<file path="src/verilog/tx_intf_pkg.sv">
// ***********************************************************
// tx stream interface package: widths, queue depth and the
// burst state and beat/count types shared by the design
// ***********************************************************

package tx_intf_pkg;

    localparam int DATA_W     = 64;
    localparam int NUM_QUEUES = 4;
    localparam int QIDX_W     = 2;
    localparam int FIFO_DEPTH = 64;                  // small so full is reachable in sim
    localparam int ADDR_W     = $clog2(FIFO_DEPTH);
    localparam int COUNT_W    = 7;                   // 0 .. FIFO_DEPTH
    localparam int SYMBOL_W   = 14;

    typedef enum logic [0:0]
    {
        IDLE       = 1'b0,
        WRITE_FIFO = 1'b1
    } burst_state_t;

    // one stream beat as seen on the slave port
    typedef struct packed
    {
        logic [DATA_W-1:0]   tdata;
        logic [DATA_W/8-1:0] tstrb;   // carried, not used
        logic                tlast;
    } axis_beat_t;

    // fill level of each transmit queue
    typedef struct packed
    {
        logic [COUNT_W-1:0] count0;
        logic [COUNT_W-1:0] count1;
        logic [COUNT_W-1:0] count2;
        logic [COUNT_W-1:0] count3;
    } queue_counts_t;

endpackage
</file>
<file path="src/verilog/dma_burst_ctrl.sv">
// ***********************************************************
// burst controller: symbol pointer, end-of-burst detection
// and the window in which stream beats may be accepted
// ***********************************************************

`timescale 1ns/1ps

module dma_burst_ctrl
    import tx_intf_pkg::*;
(
    input  logic                S_AXIS_ACLK,
    input  logic                S_AXIS_ARESETN,
    input  logic                tvalid,
    input  logic                beat_last,
    input  logic                accept,
    input  logic [SYMBOL_W-1:0] num_dma_symbol,
    input  logic                endless_mode,
    output logic                accept_window,
    output logic                receiving
);

    burst_state_t        state;
    logic [SYMBOL_W-1:0] write_pointer;
    logic                writes_done;
    logic                within_limit;
    logic                at_limit;

    // num_dma_symbol counts from zero, so limit+1 beats fit
    assign within_limit = (write_pointer <= num_dma_symbol) || endless_mode;
    assign at_limit     = (write_pointer == num_dma_symbol) && !endless_mode;

    assign accept_window = (state == WRITE_FIFO) && !writes_done && within_limit;
    assign receiving     = (state == WRITE_FIFO);

    always_ff @(posedge S_AXIS_ACLK)
    begin
        if (!S_AXIS_ARESETN)
        begin
            state <= IDLE;
        end
        else
        begin
            case (state)
                IDLE:
                begin
                    if (tvalid)
                    begin
                        state <= WRITE_FIFO;   // first beat taken next cycle
                    end
                end
                WRITE_FIFO:
                begin
                    if (writes_done)
                    begin
                        state <= IDLE;
                    end
                end
                default: state <= IDLE;
            endcase
        end
    end

    always_ff @(posedge S_AXIS_ACLK)
    begin
        if (!S_AXIS_ARESETN || writes_done)
        begin
            write_pointer <= '0;
            writes_done   <= 1'b0;
        end
        else if (accept)
        begin
            write_pointer <= write_pointer + 1'b1;
            if (at_limit || beat_last)
            begin
                writes_done <= 1'b1;   // tready low for one cycle, then idle
            end
        end
    end

    // limited bursts stop at num_dma_symbol+1 beats, pointer cannot run past it
    a_pointer_limit: assert property (
        @(posedge S_AXIS_ACLK) disable iff (!S_AXIS_ARESETN)
        !endless_mode |-> ({1'b0, write_pointer} <= {1'b0, num_dma_symbol} + 1'b1)
    ) else $error("dma_burst_ctrl: pointer beyond symbol limit");

endmodule

</file>
<file path="config.mk">
export PLATFORM = sky130hd
export DESIGN_NAME = dma_burst_ctrl
export DESIGN_NICKNAME = d
export VERILOG_FILES = /design/src/verilog/tx_intf_pkg.sv /design/src/verilog/dma_burst_ctrl.sv
export SDC_FILE = /design/constraint.sdc
export NUM_CORES = 1
export LEC_CHECK = 0
export BUFFER_PORTS_ARGS = -buffer_cell sky130_fd_sc_hd__buf_4
export CORE_MARGIN = 2
export CORE_UTILIZATION = 30
export CTS_BUF_LIST = sky130_fd_sc_hd__clkbuf_16
export DETAILED_ROUTE_END_ITERATION = 8
export SYNTH_ARGS = -nofsm -noshare
export SYNTH_HDL_FRONTEND = slang
export SYNTH_SLANG_ARGS = --single-unit
</file>
<file path="constraint.sdc">
create_clock -name S_AXIS_ACLK -period 5 [get_ports S_AXIS_ACLK]
set_input_delay 1.25 -clock S_AXIS_ACLK [delete_from_list [all_inputs] [get_ports S_AXIS_ACLK]]
set_output_delay 1.25 -clock S_AXIS_ACLK [all_outputs]
set_load 0.02 [all_outputs]
</file>
==> metrics.md <==
| Metric | Value |
|---|---|
| Max Used Layer | `met4` |
| Later-pin clock latency in the skew report | `~250 ps` |
| Wire length on met3 | `roughly 77 microns` |
| Die ar. | `~0.004 sq mm` |
| Final Hold Viols | `0` |
| DR iter-0 viols | `24` |
| Worst-Margin Slew | `574 ps` |
| Largest stage delay on the critical path | `roughly 370 ps` |
| Post-route ant nets | `0` |
| Critical path required time | `between 3000 and 4000 ps` |
| DR WL/cell | `11.2 microns` |
| GRT overflow | `0` |
| Worst IR Drop VDD | `between 0.0001 and 0.00015 V` |
| Avg Inst Size Synth | `about 8.4 sq um` |
| Drt via density | `between 4 and 5` |
| Post-synthesis register bit count | `16` |
| Synthesized area | `approximately 0.0011 sq mm` |
| Ant. Diodes | `0` |
| Synth warnings | `0` |
| First-pass GRT wire length | `approximately 4000 microns` |
| Fmax | `0.262 GHz` |
| Clk pin slew, worst setup/hold paths | `about 50 ps` |
| CP most frequent cell | `buf_4` |
| Gr usage total | `about 12%` |
| CTS root buf | `clkbuf_16` |
| Drt pass-1 iters | `4` |
| Final period util | `~76%` |
| WL final | `roughly 2200 microns` |
| Max-cap check violation count | `0` |
| Fin worst setup slack | `1180 ps` |
| CTS sink cnt | `16` |
| Worst Setup Start Kind | `input port` |
| Post-detailed-placement half-perimeter wirelength | `roughly 1800 microns` |
| I/O pin count | `22` |
| Sum Neg Setup Slack | `0 ps` |
| Vias in the first global route | `896` |
| Met2 wire length | `983 microns` |
| CTS buffer count | `3` |
| Share of cells above drive strength 1 | `between 10% and 20%` |
| Post-layout min period | `3820 ps` |
| DR vias | `approximately 950` |
| Net count, final | `between 150 and 200` |
| Relative slew slack | `61.8%` |
| Run status | `finished, final reports clean` |
| DRT met1 WL | `roughly 1100 microns` |
| Layout area overhead | `26.6%` |
| Top Family by Delay on Critical Path | `simple AND/OR/NAND/NOR gates` |
| Critical path class | `in -> out` |
| Worst Skew | `between 2 and 2.5 ps` |
| Synth top area cells | `dfxtp_1 30%, ha_1 18%, inv_1 6.0%` |
| Buf/Inv on CP | `3` |
| # setup viols final | `0` |
| Crit end category | `output port` |
| Rows | `21` |
| Pre-CTS WS | `roughly 1200 ps` |
| Port buffer count | `21` |
| CTS tree | `done` |
| Sequential share of the synthesized area | `30.1%` |
| Core Area | `0.00336 sq mm` |
| Postcts setup bufs | `0` |
| RSZ-0062 raised after global routing | `false` |
| # fillers | `~370` |
| Syn Nets | `between 150 and 200` |
| Starting density of the core | `about a third` |
| Hold Buf Count CTS | `0` |
| Crit path max fanout | `3` |
| Share of the synthesized area in the top cell type | `between 30 and 40%` |
| Post-Synthesis Cells | `approximately 130` |
| Synth area leader | `dfxtp_1` |
| Post-CTS sizing | `0` |
| H-tree levels | `1` |
| Commonest non-fill, non-tap cells in the layout | `21 x buf_4, 17 x inv_1, 16 x dfxtp_1` |
| Chip width | `around 64 microns` |
| Chip Height | `around 64 microns` |
| Gpl congestion | `0.772` |
| Initial antenna violation count | `0` |
| Pwr/cell area | `around 240 mW/mm^2` |
| Commonest non-fill, non-tap cell in the layout | `buf_4` |
| Critical path's slowest cell | `nor4_1` |
| Worst-path cell chain | `buf_4 > inv_1 > ha_1 > nand4_1 > nor4_1 > o21ai_0 > o31ai_1 > buf_4` |
| Hold slack | `approximately 540 ps` |
| P_leak | `0.635 nW` |
| Remaining routing DRC violations | `0` |
| Largest net degree at the start of global routing | `16` |
| CP arrival | `approximately 2600 ps` |
| Worst Hold Class | `reg -> reg` |
| Library cells used by synthesis | `30` |
| Final Max Tran Viols | `0` |
| CTS Buffer Depth | `2` |
[registers in the layout, indices dropped and copies added (netlist names)]
| register | flops |
|---|---|
| write_pointer | 14 |
| receiving | 1 |
| writes_done | 1 |
[logic make-up after synthesis]
| family | after synthesis | synth area share (%) |
|---|---|---|
| compound gates | 21 | 12.1 |
| buf+inv | 19 | 7.06 |
| fa+ha+maj | 15 | 17.6 |
| xor+xnor | 9 | 7.41 |
| flops | 16 | 30.1 |
| mux | 1 | 0.941 |
| simple gates | 46 | 24.7 |
[cells in the mapped netlist]
library cell,number
nor3_1,2
nor2_1,10
xor2_1,5
nand4_2,1
nand2_1,8
o21ai_0,4
nor2b_1,3
mux2i_1,1
and4_1,2
nor3b_1,1
o21bai_1,1
a31o_2,1
xnor2_1,4
a21o_1,2
a311oi_1,1
o21a_1,1
nor4_4,1
ha_1,15
nand3_1,4
nand4_1,9
nor4_1,1
or3_1,3
o31ai_1,1
buf_4,1
clkbuf_1,1
nand2b_1,1
dfxtp_1,16
inv_1,17
o2111ai_1,1
a21oi_1,9
[layer usage]
metal | up-vias | track usage (%)
li1 | 494 | -
met1 | 427 | 16.0
met2 | 19 | 19.1
met3 | 5 | 2.50
met4 | 0 | 6.52
met5 | - | 0
[through the flow]
step / util [%] / area [sq um] / std cells / total power, mW
floorplan: - / 1060 / 127 / 0.157
global placement: 37.7 / 1270 / 192 / 0.174
detailed placement: 37.7 / 1270 / 192 / 0.175
CTS: 40.0 / 1350 / 196 / 0.334
global route: 40.0 / 1350 / 196 / 0.344
finish: 40.0 / 1350 / 196 / 0.330
[power breakdown]
part / switching (mW) / leakage, nW / internal [mW]
combinational: 0.0182 / 0.467 / 0.0208
sequential: 0.00273 / 0.130 / 0.130
clock: 0.0513 / 0.0385 / 0.106
[worst paths after layout]
path / slack [ps] / cells past startpoint / startpoint / to
max: 1180 / 8 / num_dma_symbol[13] / accept_window
min reg2reg: 540 / 2 / write_pointer[12]$_SDFFE_PP0P_ / write_pointer[12]$_SDFFE_PP0P_
max reg2reg: 3420 / 5 / write_pointer[5]$_SDFFE_PP0P_ / writes_done$_SDFFE_PP0P_
min: 540 / 2 / write_pointer[12]$_SDFFE_PP0P_ / write_pointer[12]$_SDFFE_PP0P_
[worst register-to-register path: stages (launching register included)]
cell and delay, ps:
dfxtp_1 370, ha_1 340, nand4_1 140, nor4_1 330, a21oi_1 120, nor3b_1 200
[area by class of cell]
type / instances / area [sq um] / area share [%]
Clock inverter: 1 / 3.75 / 0.279
Clock buffer: 3 / 75.1 / 5.58
Timing Repair Buffer: 21 / 158 / 11.7
Tap cell: 46 / 57.6 / 4.28
Multi-Input combinational cell: 92 / 668 / 49.6
Sequential cell: 16 / 320 / 23.8
Inverter: 17 / 63.8 / 4.74
No activity file was read; power rests on OpenSTA's default activity.
